==> src/hdl/scope_pkg.sv <==
//--------------------------------------
// Shared widths, command codes, sample and settings types of the capture engine
// Every RTL module and the testbench refer to these by scoped name
//--------------------------------------
package scope_pkg;

  localparam int ADDR_BITS     = 13;              // Sample memory address width
  localparam int BUFFER_SIZE   = 1 << ADDR_BITS;  // 8192 entries
  localparam int SAMPLE_BITS   = 8;               // One ADC byte
  localparam int TIMEBASE_BITS = 32;              // Auto mode timeout counter

  typedef logic [ADDR_BITS-1:0] addr_t;

  // Four bytes taken each clock, ch1_a sits in the low byte like the memory layout
  typedef struct packed {
    logic [SAMPLE_BITS-1:0] ch2_b;
    logic [SAMPLE_BITS-1:0] ch2_a;
    logic [SAMPLE_BITS-1:0] ch1_b;
    logic [SAMPLE_BITS-1:0] ch1_a;
  } adc_sample_t;

  // Command codes, kept on the MCU numbering
  typedef enum logic [7:0] {
    CMD_PRETRIGGER   = 8'h0B,
    CMD_TOTAL        = 8'h0C,
    CMD_TIMEBASE     = 8'h0E,
    CMD_TRIG_CHANNEL = 8'h15,
    CMD_TRIG_EDGE    = 8'h16,
    CMD_TRIG_LEVEL   = 8'h17,
    CMD_TRIG_MODE    = 8'h1A,
    CMD_READ_OFFSET  = 8'h1F,
    CMD_READ_SELECT  = 8'h20   // Byte lane for readback, 0 to 3
  } cmd_opcode_e;

  typedef struct packed {
    cmd_opcode_e opcode;
    logic [31:0] data;         // Setting value in the low bits
  } cmd_t;

  typedef struct packed {
    addr_t                    pretrigger;   // Samples kept before the trigger
    addr_t                    total;        // Pretrigger plus post-trigger samples
    logic [TIMEBASE_BITS-1:0] timebase;     // Auto mode timeout limit
    logic [SAMPLE_BITS-1:0]   level;        // Trigger level
    logic                     edge_fall;    // 0 rising, 1 falling
    logic                     channel2;     // 0 channel 1, 1 channel 2
    logic                     normal_mode;  // 0 auto, 1 normal
    logic [1:0]               byte_select;  // ch1_a, ch1_b, ch2_a, ch2_b
  } capture_cfg_t;

  localparam capture_cfg_t CFG_DEFAULT = '{
    pretrigger:  13'd750,
    total:       13'd1500,
    timebase:    '1,
    level:       8'd128,
    edge_fall:   1'b0,
    channel2:    1'b0,
    normal_mode: 1'b0,
    byte_select: 2'd0
  };

  typedef enum logic [1:0] {
    CAP_FILL,    // Filling the pretrigger region
    CAP_ARMED,   // Waiting for an edge
    CAP_POST,    // Filling the post-trigger region
    CAP_DONE     // Writes stopped until reset
  } capture_state_e;

  typedef struct packed {
    logic  done;
    logic  triggered;
    addr_t trigger_address;
  } capture_status_t;

endpackage

==> src/hdl/capture_control.sv <==
//--------------------------------------
// Capture FSM with write address, post-trigger and time-base counters
// Stops writes once the post-trigger region is full or auto mode times out
//--------------------------------------
`timescale 1ns/100ps

module capture_control
(
  input  logic                       sample_write_clock,
  input  logic                       sample_system_reset,
  input  scope_pkg::capture_cfg_t    i_cfg,
  input  logic                       i_hit,
  input  scope_pkg::addr_t           i_hit_addr,
  output logic                       o_wr_en,
  output scope_pkg::addr_t           o_wr_addr,
  output scope_pkg::capture_status_t o_status
);

  scope_pkg::capture_state_e           state_q;
  scope_pkg::capture_state_e           state_d;
  scope_pkg::addr_t                    wr_addr_q;
  scope_pkg::addr_t                    post_cnt_q;   // Samples written after the trigger
  scope_pkg::addr_t                    post_next;
  scope_pkg::addr_t                    post_target;
  logic [scope_pkg::TIMEBASE_BITS-1:0] tb_cnt_q;
  logic                                triggered_q;
  scope_pkg::addr_t                    trig_addr_q;
  logic                                hit_take;
  logic                                time_stop;

  assign post_target = i_cfg.total - i_cfg.pretrigger;   // Modulo the buffer size
  assign post_next   = post_cnt_q + 1'b1;                // Includes this cycle's write

  assign hit_take  = (state_q == scope_pkg::CAP_ARMED) && i_hit;
  assign time_stop = !i_cfg.normal_mode && (tb_cnt_q > i_cfg.timebase) && !hit_take &&
                     ((state_q == scope_pkg::CAP_FILL) || (state_q == scope_pkg::CAP_ARMED));

//--------------------------------------
// Next state

  always_comb
  begin
    state_d = state_q;
    case (state_q)
      scope_pkg::CAP_FILL:
        if (time_stop)
          state_d = scope_pkg::CAP_DONE;
        else if (wr_addr_q >= i_cfg.pretrigger)
          state_d = scope_pkg::CAP_ARMED;        // Pretrigger region written
      scope_pkg::CAP_ARMED:
        if (hit_take)
          state_d = scope_pkg::CAP_POST;
        else if (time_stop)
          state_d = scope_pkg::CAP_DONE;
      scope_pkg::CAP_POST:
        if (post_next >= post_target)
          state_d = scope_pkg::CAP_DONE;         // Last post-trigger sample this cycle
      default:
        state_d = state_q;                       // Done holds until reset
    endcase
  end

//--------------------------------------
// Counters and trigger capture

  always_ff @(posedge sample_write_clock)
  begin
    if (sample_system_reset)
    begin
      state_q     <= scope_pkg::CAP_FILL;
      wr_addr_q   <= '0;
      tb_cnt_q    <= '0;
      post_cnt_q  <= '0;
      triggered_q <= 1'b0;
      trig_addr_q <= '0;
    end
    else
    begin
      state_q <= state_d;
      if (state_q != scope_pkg::CAP_DONE)
      begin
        wr_addr_q <= wr_addr_q + 1'b1;           // Wraps at 8192
        tb_cnt_q  <= tb_cnt_q + 1'b1;
      end
      if (hit_take)
      begin
        triggered_q <= 1'b1;
        trig_addr_q <= i_hit_addr;
        post_cnt_q  <= scope_pkg::addr_t'(1);    // Sample written alongside the hit
      end
      else if (state_q == scope_pkg::CAP_POST)
        post_cnt_q <= post_next;
      else if (time_stop)
        trig_addr_q <= i_cfg.pretrigger;         // Auto mode shows the buffer as is
    end
  end

  assign o_wr_en   = state_q != scope_pkg::CAP_DONE;
  assign o_wr_addr = wr_addr_q;

  assign o_status.done            = state_q == scope_pkg::CAP_DONE;
  assign o_status.triggered       = triggered_q;
  assign o_status.trigger_address = trig_addr_q;

  // A finished capture stays frozen until the next reset
  a_done_frozen: assert property (
    @(posedge sample_write_clock) disable iff (sample_system_reset)
    (state_q == scope_pkg::CAP_DONE) |=> $stable(wr_addr_q) && $stable(o_status)
  ) else $error("Capture moved on after done");

  // Once triggered the FSM never returns to fill or armed
  a_trig_sticky: assert property (
    @(posedge sample_write_clock) disable iff (sample_system_reset)
    triggered_q |=> triggered_q &&
                    ((state_q == scope_pkg::CAP_POST) || (state_q == scope_pkg::CAP_DONE))
  ) else $error("Triggered flag fell before a reset");

endmodule

==> config.mk <==
export PLATFORM = sky130hd
export DESIGN_NAME = capture_control
export DESIGN_NICKNAME = d
export VERILOG_FILES = /design/src/hdl/scope_pkg.sv /design/src/hdl/capture_control.sv
export SDC_FILE = /design/constraint.sdc
export NUM_CORES = 1
export LEC_CHECK = 0
export ABC_CLOCK_PERIOD_IN_PS = 6200
export BUFFER_PORTS_ARGS = -buffer_cell sky130_fd_sc_hd__buf_2
export CAP_MARGIN = 10
export CORE_UTILIZATION = 60
export CTS_BUF_LIST = sky130_fd_sc_hd__clkbuf_16
export DETAILED_ROUTE_END_ITERATION = 10
export GPL_TIMING_DRIVEN = 1
export PLACE_DENSITY = 0.93
export RECOVER_POWER = 50
export SLEW_MARGIN = 20
export SYNTH_ARGS = -nofsm -noshare
export SYNTH_HDL_FRONTEND = slang
export SYNTH_SLANG_ARGS = --single-unit
==> constraint.sdc <==
create_clock -name sample_write_clock -period 6.2 [get_ports sample_write_clock]
set_clock_uncertainty 0.1 [all_clocks]
set_input_delay 0.31 -clock sample_write_clock [delete_from_list [all_inputs] [get_ports sample_write_clock]]
set_output_delay 0.31 -clock sample_write_clock [all_outputs]
set_load 0.02 [all_outputs]
== Yosys cells after proc, flatten, opt, wreduce, memory -nomap -nowiden ==
Index checks and enable logic that the tools add are counted.

* Equal/unequal tests: 8
* Order comparisons: 3
* Add/subtract/negate cells: 4
* Reductions and logical operators: 14
* Mux-type cells: 11

{| class="wikitable"
|+ Operator list
! cell !! count
|-
| $mux W13 || 3
|-
| $add A32 B1 Y32 const B || 1
|-
| $gt A32 B32 Y1 || 1
|-
| $add A13 B1 Y13 const B || 2
|-
| $ge A13 B13 Y1 || 2
|-
| $sub A13 B13 Y13 || 1
|-
| $mux W2 || 5
|-
| $ne A2 B2 Y1 const B || 3
|-
| $pmux W2 S3 || 1
|-
| $eq A2 B2 Y1 const B || 2
|-
| $logic_and A1 B1 Y1 || 4
|-
| $reduce_and A4 Y1 || 1
|-
| $reduce_bool A2 Y1 || 2
|-
| $ne A3 B2 Y1 const B || 1
|-
| $ne A3 B3 Y1 const B || 1
|-
| $reduce_bool A3 Y1 || 1
|-
| $eq A2 B1 Y1 const B || 1
|-
| $logic_not A1 Y1 || 2
|-
| $logic_not A2 Y1 || 1
|-
| $mux W1 || 2
|-
| $reduce_and A2 Y1 || 1
|-
| $reduce_or A2 Y1 || 1
|-
| $logic_or A1 B1 Y1 || 1
|}

* Register bits: 74
* Output and inout port bits: 29
* Logic and storage cells: 47
* Input port bits: 87

== Longest topological paths before layout ==
Gate-level depths: netlist of the first run.

* Depth in word-level cells: 8
* Gate-level depth with buffers: 17
* Gate-level depth less buffers: 17

== Worst setup path before layout of the first run ==
No wires, ideal clock.

* Path type: input -> register
* From: input i_cfg[45] in the netlist's numbering
* To: register state_q[0]
* Path slack: 3.022 ns
* Stages: 16
* Setup time: 0.121 ns
* Arrival time: 2.957 ns
* Required time: 5.979 ns
* Path buffers: 0
* Cell sequence: inv_1 -> ha_1 -> fa_1 -> nor2b_1 -> o21a_1 -> o21ai_0 -> a21oi_1 -> a41oi_1 -> a21oi_1 -> xnor2_1 -> ha_1 -> o21a_1 -> o21ai_0 -> o221ai_1 -> o211ai_1 -> mux2_2

* Cells in the longest elaborated chain, start to end: 4

{| class="wikitable"
|+ Ends and longest elaborated chain
! what !! RTL line !! RTL
|-
| from (decl) || capture_control.sv:11 || <nowiki>input scope_pkg::capture_cfg_t i_cfg,</nowiki>
|-
| $sub A13 B13 Y13 || capture_control.sv:31 || <nowiki>assign post_target = i_cfg.total - i_cfg.pretrigger;</nowiki>
|-
| $ge A13 B13 Y1 || capture_control.sv:56 || <nowiki>if (post_next >= post_target)</nowiki>
|-
| $ne A2 B2 Y1 (no line) || -- ||
|-
| $reduce_and A4 Y1 (no line) || -- ||
|-
| to (signal assigned) || capture_control.sv:70 || <nowiki>state_q <= scope_pkg::CAP_FILL;</nowiki>
|-
| to (signal assigned) || capture_control.sv:79 || <nowiki>state_q <= state_d;</nowiki>
|-
| to (decl) || capture_control.sv:19 || <nowiki>scope_pkg::capture_state_e state_q;</nowiki>
|}

No other way between the ends.
A chain may end at the register's enable or synchronous reset.

== Worst setup path after layout of the first run ==
* From: input i_cfg[58] in the netlist's numbering
* To: register state_q[0]

* Cells in the longest elaborated chain, start to end: 4
* Elaborated cells on any way between the ends: 6
* Those cells by class: add/sub: 1; order compare: 2; eq/ne: 2; reduce/logical: 1

{| class="wikitable"
|+ Ends and longest elaborated chain
! what !! RTL line
|-
| $sub A13 B13 Y13 || capture_control.sv:31
|-
| $ge A13 B13 Y1 || capture_control.sv:56
|-
| $ne A2 B2 Y1 (no line) || --
|-
| $reduce_and A4 Y1 (no line) (*) || --
|}

Every way passes the cells marked *; elsewhere a longest branch is shown, timed or not.

==> key figures, run 1 <==
Clocking
  • Register clock-pin slew on the reported worst setup and hold paths: 0.06 ns
  • CTS max path bufs: 2
  • H-tree Lvls: 3
  • Clk_lat worst skew: between 0.3 and 0.4 ns
  • CTS sink cnt: 74
  • Post_cts resized: 0
  • CTS tree: done
  • Setup bufs post-CTS: 0
  • Root buffer cell: clkbuf_16
  • Hold_buf cts: 0
  • CTS Buf Count: 9

Synth
  • Simple-Gate Fraction of Synth Area: 23.2%
  • Synth Area in Compound Gates: 12.4%
  • Largest family of logic cells by synthesized area: simple AND/OR/NAND/NOR gates
  • Top FF cell, synth: dfxtp_1
  • Synth Area in XOR/XNOR: 10.0%
  • Synth Register Bits: 74
  • Post-synth EDFFs: 0
  • Multiplexer share of the synthesized area: 4.10%
  • Adder-Cell Fraction of Synth Area: 17.9%
  • Yosys cell types: 50
  • Average cell area after synthesis: 8.16 µm²
  • Gate Count Post-Synth: 674
  • Post-Syn Nets: 839
  • Post-synthesis sequential area ratio: 26.9%
  • Mapped Area: 5500 µm²
  • Async SR Flop Fraction: 0%
  • Synth warn: 0

Global routing
  • Vias in the first global route: a little over 5,000
  • GR Util All Layers: 28.9%
  • First-pass GRT wire length: 22,500 µm
  • Largest net degree at the start of global routing: 78
  • Antenna violations before repair: 0
  • Gr ovfl total: 0

Setup path
  • R2R cell count: 13
  • CP arrival: 3.55 ns
  • Setup crit end kind: flop
  • Slowest stage delay, CP: 0.40 ns
  • Worst path slowest cell: fa_1
  • Crit path required time: ~6.3 ns
  • Worst Path Max Fanout: 3
  • Number of cells on the critical path: 16
  • CP Class: input port to flop
  • Worst path cell trace: buf_2, ha_1, fa_1, nor2b_1, o21a_1, o21ai_0, a21oi_1, a41oi_1, a21oi_1, xnor2_1, ha_1, o21a_1, o21ai_0, o221ai_1, o211ai_1, mux2_2
  • Number of buffer and inverter stages on the critical path: 1
  • Startpoint types: input port
  • Crit path max-delay family: compound AO/OA/AOI/OAI gates

Detailed routing
  • DRT Pass-1 Iters: 8
  • Vias/cell: 5.80
  • Post-route ant nets: 0
  • Residual DRC: 24
  • DRT Wirelength: 13,600 µm
  • Via count: 5,137
  • Initial drt markers: between 200 and 300
  • Avg WL per Cell: 15.3 µm

Power
  • Psw: 302 µW
  • PwrDens: around 190 nW/µm²
  • Cell Int Power: 900 µW
  • Seq pwr share: 40.3%
  • Overall Power: around 1.2 mW
  • VDD IR max: 0.000137 V
  • Sw frac: between 20 and 30%
  • Comb pwr share: 13.5%
  • Clk pwr share: between 40% and 50%
  • Pleak: 3.07 nW

Timing
  • Final period util: a little under three fifths
  • RSZ-0062 raised after global routing: false
  • Hold Violations, Final: 0
  • Max-slew headroom: 46.2%
  • Fmax: 0.292 GHz
  • Measured slew at the worst slew-check pin: 0.806 ns
  • Setup total negative slack: 0 ns
  • Fin. max-slew vios: 0
  • Fin crit period: between 3 and 4 ns
  • Finish-stage setup viols: 0

Floorplanning
  • Initial Util: 62.4%
  • Die Area: around 9600 µm²
  • Core area: roughly 8800 µm²
  • Die W: about 98 µm
  • Die Ht: 97.7 µm
  • Row Count: 34
  • Io pins: approximately 120

Finish
  • Nets: 939
  • Layout cells sized above 1: 14.5%
  • Final Cell Area: 6330 µm²
  • Area Growth Syn to Fin: 15.2%
  • Post-Layout Cell Count: 886
  • Diodes inserted: 0

Min path
  • Hold Path Depth: 4
  • Worst hold-check path type: input port to flop

Place
  • Cells after DPL: 871
  • Area after DPL: 6080 µm²
  • Hpwl dp: 10,300 µm
  • RD Place Congestion: 0.857
  • IO buf count: between 100 and 150

Status
  • Status: finished with violations
  • Failing checks: DRC

Job
  • Max-Cap Viols: 0
[flip-flops by register name, summed over array words and instances, names as in the netlist]
name / count
tb_cnt_q: 32
state_q: 2
trig_addr_q: 13
post_cnt_q: 13
o_wr_addr: 13
triggered_q: 1
[cells by family (layout without fill, tap and decap cells)]
group                    count (synthesis)  after routing
AND/OR/NAND/NOR                        253            253
AO/OA/AOI/OAI                          116            116
adder cells (fa/ha/maj)                 78             78
flip-flops                              74             74
buffers and inverters                   73            177
XOR/XNOR                                63             63
multiplexers                            17             17
[power groups by stage]
stage               Sequential (mW)  Combinational (mW)  Clock, mW
detailed placement            0.495               0.160          0
CTS                           0.485               0.162      0.560
global placement              0.495               0.151          0
global route                  0.485               0.183      0.583
finish                        0.485               0.162      0.555
floorplan                     0.496               0.103          0
[Yosys cell counts (5+ instances only)]
cell / count / area share (%)
ha_1: 77 / 18
nand2_1: 76 / 5.2
dfxtp_1: 74 / 27
nor2_1: 59 / 4.0
inv_1: 58 / 4.0
a21oi_1: 53 / 4.8
xor2_1: 42 / 6.7
o21ai_0: 30 / 2.7
nor2b_1: 23 / 2.6
xnor2_1: 21 / 3.3
nand3_1: 16 / 1.5
or3_1: 16 / 1.8
and3_1: 14 / 1.6
nand4_1: 11 / 1.3
mux2_4: 10 / 2.7
clkbuf_1: 9 / 0.61
nor3_1: 9 / 0.82
nand2b_1: 8 / 0.91
and4_1: 6 / 0.96
o21a_1: 5 / 0.68
[stage by stage]
stage                     util (%)  setup slack, ns  hold slack (ns)
after floorplan                  -             3.02            0.342
after global placement        69.0             2.64            0.351
after detailed placement      69.0             2.54            0.363
after CTS                     72.5             2.84            0.262
after global routing          71.9             2.55            0.292
final                         71.9             2.77            0.264
[cell type report]
cell class / instances / area (µm²)
Fill cell: 677 / 2470
Multi-Input combinational cell: 527 / 3710
Clock buffer: 9 / 225
Sequential cell: 74 / 1480
Clock inverter: 6 / 81.3
Timing Repair Buffer: 104 / 487
Inverter: 58 / 218
Tap cell: 108 / 135
[worst min-delay path, stage by stage]
cell and delay (ns):
buf_2 0.07, nand2_1 0.04, a21oi_1 0.10, mux2_2 0.14
[layout by cell type (no fill, tap or decap), drive strengths merged, types with 9 or more instances in the layout]
cell type / count
o21ai: 32
a21oi: 53
nor2: 60
nand2: 76
clkbuf: 38
nand3: 17
buf: 75
nand4: 14
nor2b: 23
inv: 59
xor2: 42
xnor2: 21
ha: 77
mux2: 14
nor3: 9
and3: 14
or3: 16
dfxtp: 74
[layer usage]
layer,GRT usage [%],routed length (µm)
met4,16.2,515
met1,31.4,5430
met3,5.44,934
met2,52.9,6710
met5,0,0
[worst paths after layout]
path | from | end | slack, ns
setup / recovery | i_cfg[58] | state_q[0] | 2.77
hold / removal | i_hit_addr[1] | trig_addr_q[1] | 0.26
setup reg to reg | post_cnt_q[0] | state_q[0] | 3.01
hold reg to reg | triggered_q | triggered_q | 0.37
No activity file was read; power rests on OpenSTA's default activity.
==> inputs of run 2 (changes only) <==
--- a/config.mk
+++ b/config.mk
@@ -5,14 +5,15 @@
 export SDC_FILE = /design/constraint.sdc
 export NUM_CORES = 1
 export LEC_CHECK = 0
-export ABC_CLOCK_PERIOD_IN_PS = 6200
+export ABC_AREA = 1
+export ABC_CLOCK_PERIOD_IN_PS = 3590
 export BUFFER_PORTS_ARGS = -buffer_cell sky130_fd_sc_hd__buf_2
 export CAP_MARGIN = 10
-export CORE_UTILIZATION = 60
+export CORE_UTILIZATION = 56
 export CTS_BUF_LIST = sky130_fd_sc_hd__clkbuf_16
 export DETAILED_ROUTE_END_ITERATION = 10
 export GPL_TIMING_DRIVEN = 1
-export PLACE_DENSITY = 0.93
+export PLACE_DENSITY = 0.87
 export RECOVER_POWER = 50
 export SLEW_MARGIN = 20
 export SYNTH_ARGS = -nofsm -noshare
==> constraint.sdc (replaced) <==
create_clock -name sample_write_clock -period 3.59 [get_ports sample_write_clock]
set_clock_uncertainty 0.1 [all_clocks]
set_input_delay 0.1795 -clock sample_write_clock [delete_from_list [all_inputs] [get_ports sample_write_clock]]
set_output_delay 0.1795 -clock sample_write_clock [all_outputs]
set_load 0.02 [all_outputs]
==> run 2 against run 1 <==
  * The flow now finishes without violations
  * Clock power rose by 46%
  * Power rose by 120%
  * Wire length down 3.6%
  * Sequential power is 99% higher
  * Critical path type is now flop to flop
  * Largest cell class unchanged
  * Highest routed layer unchanged
==> key figures, run 2 <==
Status
  • Status: finished, final reports clean

Clocking
  • CTS sink cnt: 74 (unchanged)
  • CTS max path bufs: 2 (unchanged)
  • Clk_lat worst skew: 0.33 ns (about the same)
  • Root buffer cell: clkbuf_16
  • CTS Buf Count: 9 (unchanged)
  • Register clock-pin slew on the reported worst setup and hold paths: 0.06 ns (about the same)
  • Hold_buf cts: 0 (unchanged)
  • Post_cts resized: 0 (unchanged)
  • H-tree Lvls: 3 (unchanged)
  • CTS tree: done
  • Setup bufs post-CTS: 0 (unchanged)

Timing
  • Finish-stage setup viols: 0 (unchanged)
  • Fin crit period: 2.92 ns
  • Hold Violations, Final: 0 (unchanged)
  • WHS: 0.174 ns (-0.0906 ns)
  • Setup total negative slack: 0 ns (unchanged)
  • Fin. max-slew vios: 0 (unchanged)
  • Measured slew at the worst slew-check pin: 1.07 ns (+0.260 ns)
  • Max-slew headroom: 28.9% (-17 points)
  • RSZ-0062 raised after global routing: false
  • Final period util: 81.3%
  • Final Worst Setup Slack: 0.672 ns (-2.10 ns)
  • Fmax: about 0.34 GHz

Detailed routing
  • Residual DRC: 0 (-100%)
  • Avg WL per Cell: 12.5 µm (-18%)
  • DRT Wirelength: 13,100 µm (-3.6%)
  • Initial drt markers: 250 (-8.8%)
  • DRT Pass-1 Iters: 5 (-3)
  • Via count: 5,469 (+6.5%)
  • Vias/cell: 5.22 (-9.9%)
  • Post-route ant nets: 0 (unchanged)

Place
  • RD Place Congestion: 0.958 (+12%)
  • Setup WS pre-CTS: 0.429 ns (-2.11 ns)
  • IO buf count: 103 (unchanged)
  • Hpwl dp: 10,300 µm (+0.16%)
  • Cells after DPL: 1,031 (+18%)
  • Area after DPL: 6200 µm² (+2.1%)

Setup path
  • Worst path slowest cell: dfxtp_1
  • Worst path cell trace: ha_1, nand2_1, nor2_1, nand3_1, nor2_1, xor2_1, inv_1, ha_1, a21oi_1, nand2_1, a311oi_1, a21oi_1, a21oi_1, nor2_1
  • Crit path max-delay family: compound AO/OA/AOI/OAI gates
  • Setup crit end kind: flop
  • CP arrival: 3.04 ns (-0.51 ns)
  • CP Class: flop to flop
  • Startpoint types: flop
  • Slowest stage delay, CP: 0.43 ns (+0.03 ns)
  • Worst Path Max Fanout: 5 (+2)
  • Crit path required time: 3.71 ns (-2.61 ns)
  • Number of buffer and inverter stages on the critical path: 1 (unchanged)

Finish
  • Layout cells sized above 1: 12.1% (-2.4 points)
  • Post-Layout Cell Count: 1,047 (+18%)
  • Final Cell Area: 6400 µm² (+1.1%)
  • Largest register by flop count: tb_cnt_q
  • Nets: 1,074 (+14%)
  • Commonest cells after routing, fill and taps aside: 135 x inv_1, 135 x nand2_1, 101 x a21oi_1
  • Fill count: 926 (+37%)
  • Flip-flop count of the largest register after layout: 32 (unchanged)
  • Area Growth Syn to Fin: 14.8%
  • Diodes inserted: 0 (unchanged)

Global routing
  • Largest net degree at the start of global routing: 33 (-58%)
  • Vias in the first global route: 4,846 (-5.4%)
  • Gr ovfl total: 0 (unchanged)
  • First-pass GRT wire length: 21,400 µm (-4.6%)
  • GR Util All Layers: 26.1% (-2.8 points)
  • Antenna violations before repair: 0 (unchanged)

Synth
  • Top-area cell type share of the netlist area: 26.5% (-0.40 points)
  • Most frequent cell after synthesis: nand2_1
  • Top FF cell, synth: dfxtp_1
  • Cell taking the most area after synthesis: dfxtp_1
  • Average cell area after synthesis: 6.90 µm² (-15%)
  • Mapped Area: 5580 µm² (+1.5%)
  • Gate Count Post-Synth: 809 (+20%)
  • Post-synthesis sequential area ratio: 26.5% (-0.40 points)
  • Synth warn: 0 (unchanged)
  • Post-Syn Nets: 974 (+16%)
  • Yosys cell types: 45 (-10%)
  • Post-synth EDFFs: 0 (unchanged)
  • Synth Register Bits: 74 (unchanged)
  • Async SR Flop Fraction: 0% (unchanged)
  • Top cells by count, synth: 135 x nand2_1, 134 x inv_1, 101 x a21oi_1
  • Ranking of synthesized cells by area: dfxtp_1 27%, ha_1 17%, nand2_1 9.1%, a21oi_1 9.1%, inv_1 9.0%

Power
  • PwrDens: 404 nW/µm² (+110%)
  • VDD IR max: 0.000254 V (+85%)
  • Pleak: 3.14 nW (+2.4%)

Floorplanning
  • Row Count: 36 (+5.9%)
  • Die W: 102 µm (+4.2%)
  • Die Ht: 102 µm (+4.2%)
  • Io pins: 116 (unchanged)
  • Initial Util: 57.4% (-5.1 points)
  • Die Area: 10,400 µm² (+8.6%)
  • Core area: 9730 µm² (+10%)

Job
  • Max-Cap Viols: 0 (unchanged)

Min path
  • Worst hold-check path type: input port to flop
-- run 2: changes by cell type in the layout (fill, tap and decap cells not counted), sizes merged, moves of 22 or more --
| cell | change |
|---|---|
| a21oi | +48 |
| nor2b | -23 |
| nand2 | +61 |
| inv | +80 |
| nor2 | +26 |
| xor2 | -22 |
| nand3 | +25 |
-- run 2: power by group --
part	internal (mW)	switching, mW	total, mW	leakage, nW
combinational	0.298	0.518	0.815	2.41
sequential	0.896	0.0676	0.963	0.599
clock	0.465	0.346	0.810	0.133
-- run 2: logic make-up (layout without fill, tap and decap cells) --
family / count (synthesis) / in the layout / synth area share [%]
simple gates: 305 / 305 / 24.7
compound gates: 169 / 169 / 16.1
buf+inv: 157 / 262 / 10.9
fa+ha+maj: 78 / 78 / 17.6
flops: 74 / 74 / 26.5
xor+xnor: 25 / 25 / 3.92
mux: 1 / 1 / 0.202
-- run 2: worst reg2reg max path, cell delays in order (launching register included) --
cell and delay (ns):
dfxtp_1 0.43, ha_1 0.22, nand2_1 0.08, nor2_1 0.19
nand3_1 0.15, nor2_1 0.14, xor2_1 0.19, inv_1 0.08
ha_1 0.30, a21oi_1 0.16, nand2_1 0.06, a311oi_1 0.31
a21oi_1 0.18, a21oi_1 0.17, nor2_1 0.05
-- run 2: area by class of cell --
cell class	count	area [µm²]	share of cell area, %
multi-input cells	578	3460	54.1
inverters	140	527	8.22
flip-flops and latches	74	1480	23.1
well taps	133	166	2.60
clock buffers	9	225	3.52
clock inverters	7	43.8	0.684
repair buffers	106	498	7.77
-- run 2: through the flow --
stage	util [%]	power, mW
finish	65.8	2.59
global route	65.8	2.78
CTS	66.5	2.60
detailed placement	63.8	1.79
global placement	63.8	1.77
floorplan	-	1.58
-- run 2: final timing paths --
path	start	to	slack [ns]	depth (start not counted)
worst max register to register	post_cnt_q[0]	state_q[1]	0.67	14
worst min-delay path	i_hit_addr[12]	trig_addr_q[12]	0.17	5
worst max-delay path	post_cnt_q[0]	state_q[1]	0.67	14
worst min register to register	triggered_q	triggered_q	0.35	2
-- run 2: per-layer routing --
layer | global-route usage (%) | share of wire [%]
met5 | 0 | 0
met4 | 10.0 | 1.8
met3 | 3.42 | 5.2
met2 | 45.3 | 48
met1 | 33.1 | 45
